===== src/rtl/coreParamsPkg.sv =====
package coreParamsPkg;

    // Buffer holds 2**ROB_ID_LEN entries
    localparam int ROB_ID_LEN = 5;

    // Rename lanes feeding the buffer per cycle
    localparam int DEC_WIDTH = 4;

    // Ops that may retire in one cycle
    localparam int COMMIT_WIDTH = 4;

    // Execution write-back ports
    localparam int WB_WIDTH = 2;

    // Physical register tag
    localparam int TAG_LEN = 7;

    // Architectural register name
    localparam int NAME_LEN = 5;

endpackage


===== src/rtl/uopPkg.sv =====
package uopPkg;

    // One extra msb tells apart two passes over the buffer
    typedef logic [coreParamsPkg::ROB_ID_LEN:0] SqN;

    typedef logic [coreParamsPkg::TAG_LEN-1:0] Tag;

    typedef logic [coreParamsPkg::NAME_LEN-1:0] RegName;

    typedef logic [3:0] FetchId;

    // FP codes map onto the fflags vector as code - FP_NX
    typedef enum logic [3:0] {
        NONE       = 4'd0,
        BRANCH     = 4'd1,
        FP_NX      = 4'd2,
        FP_UF      = 4'd3,
        FP_OF      = 4'd4,
        FP_DZ      = 4'd5,
        FP_NV      = 4'd6,
        PRED_TAKEN = 4'd7,
        ILLEGAL    = 4'd8,
        TRAP       = 4'd9,
        NX         = 4'd15
    } Flags;

    typedef struct packed {
        SqN     sqN;
        Tag     tagDst;
        RegName nmDst;
        logic   isFp;
        logic   isTrap;
        FetchId fetchId;
    } RenameUop;

    typedef struct packed {
        logic valid;
        SqN   sqN;
        Tag   tagDst;
        Flags flags;
    } WbUop;

    // Low sqN bits are implied by the entry index
    typedef struct packed {
        logic   valid;
        logic   sqNMsb;
        Flags   flags;
        Tag     tag;
        RegName name;
        logic   isFp;
        FetchId fetchId;
    } RobEntry;

    typedef struct packed {
        logic   valid;
        SqN     sqN;
        RegName nmDst;
        Tag     tagDst;
        logic   isBranch;
    } CommitUop;

    typedef struct packed {
        logic   valid;
        SqN     sqN;
        Flags   flags;
        RegName name;
        Tag     tag;
        FetchId fetchId;
        logic   allowInterrupt;
    } TrapUop;

endpackage


===== src/rtl/robWindowIf.sv =====
interface robWindowIf #(
    parameter int WIDTH = coreParamsPkg::COMMIT_WIDTH
);

    // Oldest entries, lane i holds base + i
    uopPkg::RobEntry entries [WIDTH-1:0];
    uopPkg::SqN baseIndex;

    // Rollback walk in progress, commit must idle
    logic replay;

    // Number of lanes retired this cycle
    logic [$clog2(WIDTH+1)-1:0] retireCount;

    // Commit paused for the cycle after a trap
    logic stop;

    modport storage (
        output entries,
        output baseIndex,
        output replay,
        input  retireCount,
        input  stop
    );

    modport commit (
        input  entries,
        input  baseIndex,
        input  replay,
        output retireCount,
        output stop
    );

endinterface


===== src/rtl/renameSlotSort.sv =====
module renameSlotSort (
    input  uopPkg::RenameUop inUop [coreParamsPkg::DEC_WIDTH-1:0],
    input  logic inValid [coreParamsPkg::DEC_WIDTH-1:0],
    output uopPkg::RenameUop sortedUop [coreParamsPkg::DEC_WIDTH-1:0],
    output logic sortedValid [coreParamsPkg::DEC_WIDTH-1:0]
);

    localparam int WIDTH = coreParamsPkg::DEC_WIDTH;
    localparam int SLOT_BITS = $clog2(WIDTH);

    // Rename hands out consecutive sqNs in a group, so at most one lane
    // matches each slot
    always_comb begin
        for (int slot = 0; slot < WIDTH; slot++) begin
            sortedValid[slot] = 1'b0;
            sortedUop[slot] = '0;
            for (int lane = 0; lane < WIDTH; lane++) begin
                if (inValid[lane] &&
                    inUop[lane].sqN[SLOT_BITS-1:0] == SLOT_BITS'(slot)) begin
                    sortedValid[slot] = 1'b1;
                    sortedUop[slot] = inUop[lane];
                end
            end
        end
    end

endmodule


===== src/rtl/reorderBuffer.sv =====
module reorderBuffer #(
    parameter int ID_LEN = coreParamsPkg::ROB_ID_LEN,
    parameter int WB_WIDTH = coreParamsPkg::WB_WIDTH
) (
    input  logic clk,
    input  logic rst,
    input  uopPkg::RenameUop sortedUop [coreParamsPkg::DEC_WIDTH-1:0],
    input  logic sortedValid [coreParamsPkg::DEC_WIDTH-1:0],
    input  uopPkg::WbUop wbUop [WB_WIDTH-1:0],
    input  logic branchTaken,
    input  uopPkg::SqN branchSqN,
    input  uopPkg::FetchId branchFetchId,
    robWindowIf.storage window,
    output uopPkg::SqN curSqN,
    output uopPkg::SqN maxSqN,
    output uopPkg::CommitUop replayUop [coreParamsPkg::COMMIT_WIDTH-1:0],
    output logic mispredFlush,
    output uopPkg::FetchId curFetchIdFlush
);

    localparam int LENGTH = 1 << ID_LEN;
    localparam int COM_WIDTH = coreParamsPkg::COMMIT_WIDTH;
    localparam int DEC_WIDTH = coreParamsPkg::DEC_WIDTH;
    localparam int SLOT_BITS = $clog2(DEC_WIDTH);
    // Top tag bit on a rollback op says the result was already produced
    localparam uopPkg::Tag DONE_MARK = uopPkg::Tag'(1) << (coreParamsPkg::TAG_LEN - 1);

    uopPkg::RobEntry entries [LENGTH-1:0];
    uopPkg::RobEntry winEntries [COM_WIDTH-1:0];
    uopPkg::SqN baseIndex;
    uopPkg::SqN nextBase;
    logic [$clog2(COM_WIDTH+1)-1:0] retireNow;
    logic [ID_LEN-1:0] readPtr;

    logic replay;
    logic replayEnd;
    uopPkg::SqN replayIter;
    uopPkg::SqN replayEndSqN;

    assign curSqN = baseIndex;
    assign maxSqN = baseIndex + uopPkg::SqN'(LENGTH - 1);

    // No retirement while rolling back or paused after a trap
    assign retireNow = (!replay && !window.stop) ? window.retireCount : '0;
    assign nextBase = baseIndex + uopPkg::SqN'(retireNow);

    // Window follows the replay iterator during rollback
    assign readPtr = replay ? replayIter[ID_LEN-1:0] : baseIndex[ID_LEN-1:0];

    always_comb begin
        for (int i = 0; i < COM_WIDTH; i++) begin
            winEntries[i] = entries[readPtr + ID_LEN'(i)];
        end
    end

    assign window.entries = winEntries;
    assign window.baseIndex = baseIndex;
    assign window.replay = replay;

    always_ff @(posedge clk) begin
        if (rst) begin
            for (int i = 0; i < LENGTH; i++) begin
                entries[i].valid <= 1'b0;
            end
        end else begin
            for (int i = 0; i < COM_WIDTH; i++) begin
                if (i < retireNow) begin
                    entries[baseIndex[ID_LEN-1:0] + ID_LEN'(i)].valid <= 1'b0;
                end
            end

            if (branchTaken) begin
                // Drop everything younger than the branch
                for (int i = 0; i < LENGTH; i++) begin
                    if ($signed({entries[i].sqNMsb, ID_LEN'(i)} - branchSqN) > 0) begin
                        entries[i].valid <= 1'b0;
                    end
                end
            end else begin
                // Sorted slots write a fixed bank each
                for (int i = 0; i < DEC_WIDTH; i++) begin
                    if (sortedValid[i]) begin
                        entries[{sortedUop[i].sqN[ID_LEN-1:SLOT_BITS], SLOT_BITS'(i)}] <= '{
                            valid: 1'b1,
                            sqNMsb: sortedUop[i].sqN[ID_LEN],
                            flags: sortedUop[i].isTrap ? uopPkg::TRAP : uopPkg::NX,
                            tag: sortedUop[i].tagDst,
                            name: sortedUop[i].nmDst,
                            isFp: sortedUop[i].isFp,
                            fetchId: sortedUop[i].fetchId
                        };
                    end
                end
            end

            // Ops up to and including the branch still complete
            for (int i = 0; i < WB_WIDTH; i++) begin
                if (wbUop[i].valid &&
                    (!branchTaken || $signed(wbUop[i].sqN - branchSqN) <= 0)) begin
                    entries[wbUop[i].sqN[ID_LEN-1:0]].flags <= wbUop[i].flags;
                end
            end
        end
    end

    always_ff @(posedge clk) begin
        if (rst) begin
            baseIndex <= '0;
            replay <= 1'b0;
            replayEnd <= 1'b0;
            replayIter <= '0;
            replayEndSqN <= '0;
            mispredFlush <= 1'b0;
            curFetchIdFlush <= '1;
            for (int i = 0; i < COM_WIDTH; i++) begin
                replayUop[i] <= '0;
            end
        end else begin
            for (int i = 0; i < COM_WIDTH; i++) begin
                replayUop[i] <= '0;
            end
            baseIndex <= nextBase;

            if (branchTaken) begin
                replay <= 1'b1;
                replayEnd <= 1'b0;
                replayIter <= nextBase;
                replayEndSqN <= branchSqN;
                mispredFlush <= 1'b0;
                curFetchIdFlush <= branchFetchId;
            end else if (replay) begin
                if (replayEnd) begin
                    replay <= 1'b0;
                    mispredFlush <= 1'b0;
                end else begin
                    // Hand rename everything from the oldest op up to the branch
                    mispredFlush <= 1'b1;
                    for (int i = 0; i < COM_WIDTH; i++) begin
                        if ($signed(replayIter + uopPkg::SqN'(i) - replayEndSqN) <= 0) begin
                            replayUop[i].valid <= 1'b1;
                            replayUop[i].sqN <= '0;
                            replayUop[i].nmDst <= (winEntries[i].flags == uopPkg::TRAP) ?
                                '0 : winEntries[i].name;
                            replayUop[i].tagDst <= (winEntries[i].flags == uopPkg::NX) ?
                                winEntries[i].tag : (winEntries[i].tag | DONE_MARK);
                            replayUop[i].isBranch <= 1'b0;
                        end else begin
                            replayEnd <= 1'b1;
                        end
                    end
                    replayIter <= replayIter + uopPkg::SqN'(COM_WIDTH);
                end
            end
        end
    end

endmodule


===== src/rtl/commitSelect.sv =====
module commitSelect (
    input  logic clk,
    input  logic rst,
    input  logic interruptPending,
    robWindowIf.commit window,
    output uopPkg::CommitUop comUop [coreParamsPkg::COMMIT_WIDTH-1:0],
    output uopPkg::TrapUop trapUop,
    output logic [4:0] fpFlags,
    output logic [coreParamsPkg::COMMIT_WIDTH-1:0] retireMask,
    output logic [coreParamsPkg::COMMIT_WIDTH-1:0] branchMask,
    output uopPkg::FetchId curFetchId
);

    localparam int WIDTH = coreParamsPkg::COMMIT_WIDTH;
    localparam int ID_LEN = coreParamsPkg::ROB_ID_LEN;

    uopPkg::CommitUop comNext [WIDTH-1:0];
    uopPkg::TrapUop trapNext;
    logic [4:0] fpNext;
    logic [WIDTH-1:0] retireNext;
    logic [WIDTH-1:0] branchNext;
    uopPkg::FetchId fetchIdNext;
    logic [$clog2(WIDTH+1)-1:0] count;
    logic stopNext;
    logic stopReg;

    always_comb begin
        logic groupEnd;
        logic predSeen;
        uopPkg::RobEntry e;
        logic [ID_LEN-1:0] idx;

        predSeen = 1'b0;
        count = '0;
        stopNext = 1'b0;
        fpNext = '0;
        retireNext = '0;
        branchNext = '0;
        trapNext = '0;
        fetchIdNext = curFetchId;
        for (int i = 0; i < WIDTH; i++) begin
            comNext[i] = '0;
        end

        // Idle during rollback and in the cycle after a trap
        groupEnd = window.replay || stopReg;

        for (int i = 0; i < WIDTH; i++) begin
            e = window.entries[i];
            idx = window.baseIndex[ID_LEN-1:0] + ID_LEN'(i);
            if (!groupEnd && e.valid && e.flags != uopPkg::NX &&
                (!predSeen || e.flags == uopPkg::NONE)) begin
                comNext[i].valid = 1'b1;
                comNext[i].sqN = {e.sqNMsb, idx};
                comNext[i].nmDst = e.name;
                comNext[i].tagDst = e.tag;
                comNext[i].isBranch = e.flags == uopPkg::BRANCH || e.flags == uopPkg::PRED_TAKEN;
                count = count + 1'b1;
                fetchIdNext = e.fetchId;
                retireNext[i] = e.flags != uopPkg::ILLEGAL && e.flags != uopPkg::TRAP;
                branchNext[i] = comNext[i].isBranch;

                if (e.flags == uopPkg::PRED_TAKEN) begin
                    predSeen = 1'b1;
                end

                if (e.flags == uopPkg::ILLEGAL || e.flags == uopPkg::TRAP || interruptPending) begin
                    trapNext.valid = 1'b1;
                    trapNext.sqN = {e.sqNMsb, idx};
                    trapNext.flags = e.flags;
                    trapNext.name = e.name;
                    trapNext.tag = e.tag;
                    trapNext.fetchId = e.fetchId;
                    trapNext.allowInterrupt = interruptPending;
                    // Faulting op must not update architectural state
                    if (e.flags == uopPkg::ILLEGAL) begin
                        comNext[i].nmDst = '0;
                    end
                    stopNext = 1'b1;
                    groupEnd = 1'b1;
                end else if (e.isFp && e.flags >= uopPkg::FP_NX && e.flags <= uopPkg::FP_NV) begin
                    fpNext[3'(e.flags - uopPkg::FP_NX)] = 1'b1;
                    // Underflow and overflow also raise inexact (bit 0)
                    if (e.flags == uopPkg::FP_UF || e.flags == uopPkg::FP_OF) begin
                        fpNext[0] = 1'b1;
                    end
                end
            end else begin
                groupEnd = 1'b1;
            end
        end
    end

    assign window.retireCount = count;
    assign window.stop = stopReg;

    always_ff @(posedge clk) begin
        if (rst) begin
            for (int i = 0; i < WIDTH; i++) begin
                comUop[i] <= '0;
            end
            trapUop <= '0;
            fpFlags <= '0;
            retireMask <= '0;
            branchMask <= '0;
            curFetchId <= '1;
            stopReg <= 1'b0;
        end else begin
            for (int i = 0; i < WIDTH; i++) begin
                comUop[i] <= comNext[i];
            end
            trapUop <= trapNext;
            fpFlags <= fpNext;
            retireMask <= retireNext;
            branchMask <= branchNext;
            curFetchId <= fetchIdNext;
            stopReg <= stopNext;
        end
    end

endmodule


===== src/rtl/robTop.sv =====
module robTop #(
    parameter int ID_LEN = coreParamsPkg::ROB_ID_LEN,
    parameter int WB_WIDTH = coreParamsPkg::WB_WIDTH
) (
    input  logic clk,
    input  logic rst,
    input  uopPkg::RenameUop inUop [coreParamsPkg::DEC_WIDTH-1:0],
    input  logic inValid [coreParamsPkg::DEC_WIDTH-1:0],
    input  uopPkg::WbUop wbUop [WB_WIDTH-1:0],
    input  logic branchTaken,
    input  uopPkg::SqN branchSqN,
    input  uopPkg::FetchId branchFetchId,
    input  logic interruptPending,
    output uopPkg::SqN curSqN,
    output uopPkg::SqN maxSqN,
    output uopPkg::CommitUop comUop [coreParamsPkg::COMMIT_WIDTH-1:0],
    output uopPkg::TrapUop trapUop,
    output logic [4:0] fpFlags,
    output logic [coreParamsPkg::COMMIT_WIDTH-1:0] retireMask,
    output logic [coreParamsPkg::COMMIT_WIDTH-1:0] branchMask,
    output uopPkg::FetchId curFetchId,
    output logic mispredFlush,
    output uopPkg::FetchId curFetchIdFlush
);

    localparam int COM_WIDTH = coreParamsPkg::COMMIT_WIDTH;

    uopPkg::RenameUop sortedUop [coreParamsPkg::DEC_WIDTH-1:0];
    logic sortedValid [coreParamsPkg::DEC_WIDTH-1:0];
    uopPkg::CommitUop replayUop [COM_WIDTH-1:0];
    uopPkg::CommitUop retireUop [COM_WIDTH-1:0];

    robWindowIf #(.WIDTH(COM_WIDTH)) window ();

    renameSlotSort sorter (
        .inUop(inUop),
        .inValid(inValid),
        .sortedUop(sortedUop),
        .sortedValid(sortedValid)
    );

    reorderBuffer #(
        .ID_LEN(ID_LEN),
        .WB_WIDTH(WB_WIDTH)
    ) storage (
        .clk(clk),
        .rst(rst),
        .sortedUop(sortedUop),
        .sortedValid(sortedValid),
        .wbUop(wbUop),
        .branchTaken(branchTaken),
        .branchSqN(branchSqN),
        .branchFetchId(branchFetchId),
        .window(window.storage),
        .curSqN(curSqN),
        .maxSqN(maxSqN),
        .replayUop(replayUop),
        .mispredFlush(mispredFlush),
        .curFetchIdFlush(curFetchIdFlush)
    );

    commitSelect commitStage (
        .clk(clk),
        .rst(rst),
        .interruptPending(interruptPending),
        .window(window.commit),
        .comUop(retireUop),
        .trapUop(trapUop),
        .fpFlags(fpFlags),
        .retireMask(retireMask),
        .branchMask(branchMask),
        .curFetchId(curFetchId)
    );

    // Commit idles during rollback, so the two sources never overlap
    always_comb begin
        for (int i = 0; i < COM_WIDTH; i++) begin
            comUop[i] = replayUop[i].valid ? replayUop[i] : retireUop[i];
        end
    end

endmodule


===== config.mk =====
export PLATFORM = sky130hd
export DESIGN_NAME = robTop
export DESIGN_NICKNAME = d
export VERILOG_FILES = /design/src/rtl/coreParamsPkg.sv /design/src/rtl/uopPkg.sv /design/src/rtl/robWindowIf.sv /design/src/rtl/renameSlotSort.sv /design/src/rtl/reorderBuffer.sv /design/src/rtl/commitSelect.sv /design/src/rtl/robTop.sv
export SDC_FILE = /design/constraint.sdc
export NUM_CORES = 2
export LEC_CHECK = 0
export ABC_AREA = 1
export BUFFER_PORTS_ARGS = -buffer_cell sky130_fd_sc_hd__buf_2
export CAP_MARGIN = 20
export CORE_ASPECT_RATIO = 1.5
export CORE_UTILIZATION = 40
export DETAILED_ROUTE_END_ITERATION = 6
export GPL_ROUTABILITY_DRIVEN = 1
export PLACE_DENSITY = 0.68
export SLEW_MARGIN = 0
export SYNTH_ARGS = -nofsm -noshare
export SYNTH_HDL_FRONTEND = slang
export SYNTH_SLANG_ARGS = --single-unit

===== constraint.sdc =====
create_clock -name clk -period 18.1 [get_ports clk]
set_clock_uncertainty 0.15 [all_clocks]
set_input_delay 2.715 -clock clk [delete_from_list [all_inputs] [get_ports clk]]
set_output_delay 2.715 -clock clk [all_outputs]
set_load 0.05 [all_outputs]

Yosys cells after proc, flatten, opt, wreduce, memory -nomap -nowiden:

Memories as Yosys holds them, arrays and structs flattened.
Index checks and enable logic that the tools add are counted.

* flip-flop bits (word level): 227
* bits in writable memories: 736
* output and inout bits: 142
* logic and storage cells: 1733
* memories kept: 1

Memories
* storage.entries: words 32, bits a word 23, rd ports 36, clocked after memory_dff 0, wr ports 38, line reorderBuffer.sv:28 `uopPkg::RobEntry entries [LENGTH-1:0];`

* add/subtract/negate cells: 57
* order comparisons: 58
* equality and inequality tests: 197
* mux-type cells: 345
* bitwise gates (word level): 908
* reduce and logical (&&, ||, !) cells: 106

Operators with widths (count)
* equality test 5 bit, second input constant: 128
* bitwise AND 1 bit: 444
* 2-to-1 mux 24 bit: 16
* NOT 1 bit: 297
* 2-to-1 mux 1 bit: 249
* 2-to-1 mux 20 bit: 12
* subtractor 6 bit: 38
* 2-to-1 mux 28 bit: 8
* > comparator 6 x 1 -> 1 bit, second input constant: 32
* 2-to-1 mux 5 bit: 29
* bitwise AND 1 bit, second input constant: 128
* 2-to-1 mux 23 bit: 4
* OR reduction 23 bit: 4
* equality test 5 bit: 16
* equality test 4 bit, second input constant: 12
* != test 4 bit, second input constant: 12
* logical AND 1 bit: 46
* less-or-equal comparator 6 x 1 -> 1 bit, second input constant: 6
* equality test 4 x 3 -> 1 bit, second input constant: 8
* bitwise OR 1 bit: 32
* 2-to-1 mux 7 bit: 4
* 2-to-1 mux 3 bit: 8
* OR reduction 6 bit: 4
* logical OR 1 bit: 22
* other kinds (36): 112

Depth between registers and ports, before layout:

An unclocked memory read counts as a cell.

* depth in word-level cells: 63
* gate-level depth with buffers: 50
* depth with buffers taken out: 39

By module:

A second synthesis with hierarchy kept.

* cells, all modules: 9999
* area, all modules: 68982.4 um^2

Modules (own cells, without submodules)
* reorderBuffer: instances 1, cells an instance 8046, area each 58372.2 um^2, seq. area each 23322.4 um^2
* commitSelect: instances 1, cells an instance 766, area each 5504.0 um^2, seq. area each 2422.3 um^2
* renameSlotSort: instances 1, cells an instance 939, area each 4140.2 um^2, seq. area each 0.0 um^2
* robTop: instances 1, cells an instance 248, area each 965.9 um^2, seq. area each 0.0 um^2

Least setup slack after synthesis:

Ideal clock, no wire load.

* path kind: register -> register
* start: register storage.baseIndex[1] (netlist: storage.curSqN[1])
* end: register storage.replayIter[5]
* data arrival time: 7.148 ns
* slack: 10.681 ns
* stages on the path, launching flop included: 49
* clock period less this slack: 7.419 ns
* cell sequence: dfxtp_1 -> inv_1 -> o21ai_1 -> buf_4 -> buf_6 -> buf_4 -> buf_6 -> buf_2 -> buf_2 -> clkbuf_1 -> clkbuf_1 -> clkbuf_1 -> ha_1 -> buf_2 -> clkinv_1 -> clkbuf_1 -> nand3_1 -> nand3_1 -> [... 13 more ...] -> nand2_1 -> inv_1 -> ha_1 -> inv_1 -> nand2_1 -> nand2_1 -> nand2_4 -> nand2_4 -> inv_2 -> buf_4 -> ha_1 -> nand3_1 -> nand3_1 -> nand3_1 -> xor2_1 -> nand2_1 -> o21ai_0 -> a21oi_1

* longest elaborated chain between the ends: 25
* elaborated cells on any way between the ends: 69
* classes of those cells: 7 x add/sub; 13 x eq/ne; 19 x mux; 29 x reduce/logical; 1 x memory

RTL lines
* start, declared: line reorderBuffer.sv:30 `uopPkg::SqN baseIndex;`
* start signal, assigned: line reorderBuffer.sv:122 `baseIndex <= nextBase;`
* branches (longest 23 deep; another with memory (32 x 23 bit))
* adder 6 x 3 -> 6 bit *: line reorderBuffer.sv:45 `assign nextBase = baseIndex + uopPkg::SqN'(retireNow);`
* 2-to-1 mux 6 bit *: line reorderBuffer.sv:124 `if (branchTaken) begin`
* end signal, assigned: line reorderBuffer.sv:127 `replayIter <= nextBase;`
* end signal, assigned: line reorderBuffer.sv:151 `replayIter <= replayIter + uopPkg::SqN'(COM_WIDTH);`
* end, declared: line reorderBuffer.sv:37 `uopPkg::SqN replayIter;`

Every way passes the cells marked *.
A chain may end at the register's enable or synchronous reset.

Worst setup path in the final report:

* start: register storage.replay (netlist: storage.window.replay)
* end: register storage.replayIter[5]

* longest elaborated chain between the ends: 25
* elaborated cells on any way between the ends: 75
* classes of those cells: 7 x add/sub; 13 x eq/ne; 19 x mux; 35 x reduce/logical; 1 x memory

RTL lines
* start, declared: line reorderBuffer.sv:35 `logic replay;`
* start signal, assigned: line reorderBuffer.sv:109 `replay <= 1'b0;`
* start signal, assigned: line reorderBuffer.sv:125 `replay <= 1'b1;`
* start signal, assigned: line reorderBuffer.sv:133 `replay <= 1'b0;`
* branches (longest 25 deep; another with memory (32 x 23 bit))

Parallel ways; which one is timed is not known.

==> impl_metrics.csv <==
group,metric,value,unit
outcome,run_status,"complete, but fails checks",
outcome,failed_checks,"DRC",
die,std_cell_rows,180,
setup_path,r2r_end,"storage.replayIter[5]",
placement,dpl_cell_area,68020,sq um
global_route,global_route_total_overflow,0,
die,area_of_the_die,162800,sq um
detailed_routing,drt_first_iter_violations,8963,
logic_synthesis,synth_commonest_cells,"nand2_1 (2239), nand3_1 (1315), inv_1 (804)",
detailed_routing,drcViolationCount,1,
detailed_routing,route.vias.total,68540,
cells_and_area,drive_gt1_share,9.056,%
logic_synthesis,edff_count_synth,704,
setup_path,crit_end,"storage.replayIter[5]",
global_route,grt_antenna_before_repair,27,
clock_network,post_cts_resized,0,
timing,fmaxAchievable,106.8,MHz
setup_path,reg2regPathDepth,38,
clock_network,clkTransAtPathRegs,0.07,ns
pwr,seqPwrFrac,35.2,%
die,die_width,329.8,um
detailed_routing,route.detailed.vias_per_inst,6.222,
timing,min_period_over_period,51.72,%
clock_network,worstSkewPairLatency,0.78,ns
setup_path,worst-endpoint-required,18.61,ns
logic_synthesis,synth.distinct_cells,67,
worst_hold_path,timing.hold.worst.class,"reg -> reg",
clock_network,cts_max_level,3,
timing,finalSetupViolCount,0,
clock_network,tritoncts.num_buffers,91,
logic_synthesis,asyncSetResetFlopFracSynth,0,%
global_route,number_of_global_route_vias_before_repair,63476,
logic_synthesis,post-synth-top-count-cell,"nand2_1",
die,io_pins,292,
timing,fin_setup_tns,0,ns
logic_synthesis,synth_largest_area_cell,"edfxtp_1",
logic_synthesis,ys_seq_area_share,39.93,%
logic_synthesis,mappedNetlistNets,9073,
timing,slew_of_the_pin_with_the_lowest_slew_margin,1.282,ns
clock_network,cts.sink_count,934,
pwr,p_per_area,95.67,nW/um^2
setup_path,slowest_cp_cell,"buf_4",
detailed_routing,detail-route-antenna-nets,0,
global_route,gr-usage-all-layers,39.28,%
timing,slew_viol_final,0,
setup_path,setup.worst_path.start,"storage.window.replay",
clock_network,cts_root_buffer,"clkbuf_16",
pwr,pwr-share-clk,30.0,%
clock_network,cts_hold_repair.buffers,0,
global_route,first_pass_grt_wire_length,455.1,mm
pwr,power.switching,0.002730,W
logic_synthesis,ys_top_cells_by_area,"edfxtp_1 (33%), nand2_1 (13%), nand3_1 (10%), dfxtp_1 (7.1%), o21ai_0 (5.3%)",
setup_path,worst-r2r-setup-slack,8.74,ns
timing,relSlewSlack,13.94,%
pwr,power.share.switching,40.04,%
die,core_region_area,160100,sq um
placement,finalWeightedCongestion,1.042,
logic_synthesis,yosys_most_used_dff,"edfxtp_1",
die,effective_utilization_at_floorplan,40.26,%
logic_synthesis,synth_seq_cells,934,
clock_network,cts_tree,"yes",
clock_network,cts_max_path_buffers,3,
setup_path,slowest_delay,0.80,ns
logic_synthesis,synth_warnings,0,
logic_synthesis,synth_top_cell_area_share,32.79,%
pwr,power.ir.vdd_worst,0.08785,mV
global_route,grt_start_max_net_pins,189,
logic_synthesis,syn_area,64470,sq um
detailed_routing,drt-pass1-iter-count,7,
run,maxCapViolCount,0,
setup_path,timing.critical_path.arrival,9.87,ns
pwr,internal-power,0.004087,W
timing,hold_viol,0,
logic_synthesis,avgSynthCellArea,7.283,sq um
cells_and_area,flow.area_growth_from_synthesis,10.52,%
detailed_routing,wl_per_cell,29.79,um
placement,placement.io_buffers,277,
cells_and_area,num-nets-final,9057,
clock_network,cts_post_setup_buffers_inserted,0,
setup_path,crit_path_frequent_cell,"nand3_1",
pwr,comb_power_share,34.8,%
setup_path,critPathMaxFanout,125,
timing,timing.final.crit_period,9.361,ns
placement,hpwl,225.1,mm
detailed_routing,drt-total-wl,328.2,mm
logic_synthesis,synthesis.instances,8852,
setup_path,crit_type,"reg -> reg",
timing,setup_repair_after_global_routing_missed_its_margin,"no",
setup_path,startpoint_type,"flop",
die,dieHeight,493.7,um
pwr,total_leakage_power,27.62,nW
setup_path,worst_setup_path_end_kind,"flop",
cells_and_area,fin_area,71250,sq um
setup_path,timing.rr.start,"storage.window.replay",
cells_and_area,fin_util,44.49,%
[per-layer routing]
layer	global-route usage (%)	vias up	routed length [um]	part of all wire, %
li1	-	30067	-	-
met1	43.64	31991	110700	34
met2	62.75	5063	146900	45
met3	8.234	1413	35060	11
met4	36.10	6	35560	11
met5	0	-	48	0.015
[how the worst min path moves through the flow]
stage	end	slack, ns	startpoint	cells past startpoint
after floorplan	storage.replayEnd	0.28	storage.replayEnd	2
after global placement	storage.replayEnd	0.31	storage.replayEnd	2
after detailed placement	storage.replayEndSqN[5]	0.32	storage.replayEndSqN[5]	2
after CTS	storage.replayEnd	0.34	storage.replayEnd	2
after global routing	storage.replayEnd	0.35	storage.replayEnd	2
final	storage.replayEnd	0.33	storage.replayEnd	2
[kinds of logic after synthesis]
group / synth area share, %
fa+ha+maj: 1.494
mux: 4.969
xor+xnor: 1.458
buf+inv: 8.910
flops: 39.93
compound gates: 13.24
simple gates: 29.99
[through the flow]
stage	cells	hold WS, ns	setup WS [ns]	total power (W)
after floorplan	8852	0.2804	10.68	0.003923
after CTS	10997	0.3355	9.117	0.006722
after detailed placement	10829	0.3226	9.144	0.004715
after global routing	11005	0.3522	8.298	0.007017
after global placement	10820	0.3054	9.125	0.004679
final	11016	0.3326	8.739	0.006816
[cell usage in the layout (no fill, tap or decap), types with 73 or more instances in the layout]
cell type and instances:
a21oi_1 191, a31oi_1 73, buf_2 278, buf_4 194, clkbuf_16 95, dfxtp_1 230, edfxtp_1 704, inv_1 800
mux2i_1 320, nand2_1 2238, nand3_1 1313, nor2_1 702, nor3_1 99, o211ai_1 164, o21ai_0 679
[registers in the layout (all words and copies together) (netlist names)]
name / count
commitStage.retireMask: 4
storage.curSqN: 6
storage.replayIter: 6
commitStage.trapUop: 27
storage.window.replay: 1
commitStage.fpFlags: 5
storage.replayEnd: 1
commitStage.branchMask: 4
storage.curFetchIdFlush: 4
storage.replayEndSqN: 6
storage.entries: 736
commitStage.comUop: 76
storage.replayUop: 52
commitStage.curFetchId: 4
storage.mispredFlush: 1
commitStage.window.stop: 1
[worst max-delay path, delay by kind of cell, from the launching register on]
kind                     cells  cell delay, ns
XOR/XNOR                     1            0.19
flip-flops                   1            0.31
AND/OR/NAND/NOR             22            3.74
AO/OA/AOI/OAI                3            0.58
adder cells (fa/ha/maj)      3            1.12
buffers and inverters        9            2.83
[power groups by stage]
stage / Sequential, W / Combinational, W / Clock [W]
3_5_place_dp: 0.00244 / 0.00227 / 0
5_1_grt: 0.00240 / 0.00249 / 0.00212
6_report: 0.00240 / 0.00237 / 0.00205
4_1_cts: 0.00240 / 0.00228 / 0.00205
2_1_floorplan: 0.00246 / 0.00146 / 0
3_3_place_gp: 0.00244 / 0.00224 / 0
[final cells by class]
type	count	area, sq um
timing repair buffer	481	2995
clock buffer	114	2519
clock inverter	54	628.1
multi-input combinational	6486	33540
tap	2093	2619
fill	15929	88880
sequential	934	25740
antenna	12	30.03
inverter	842	3172
Power figures use the tool's default switching activity.
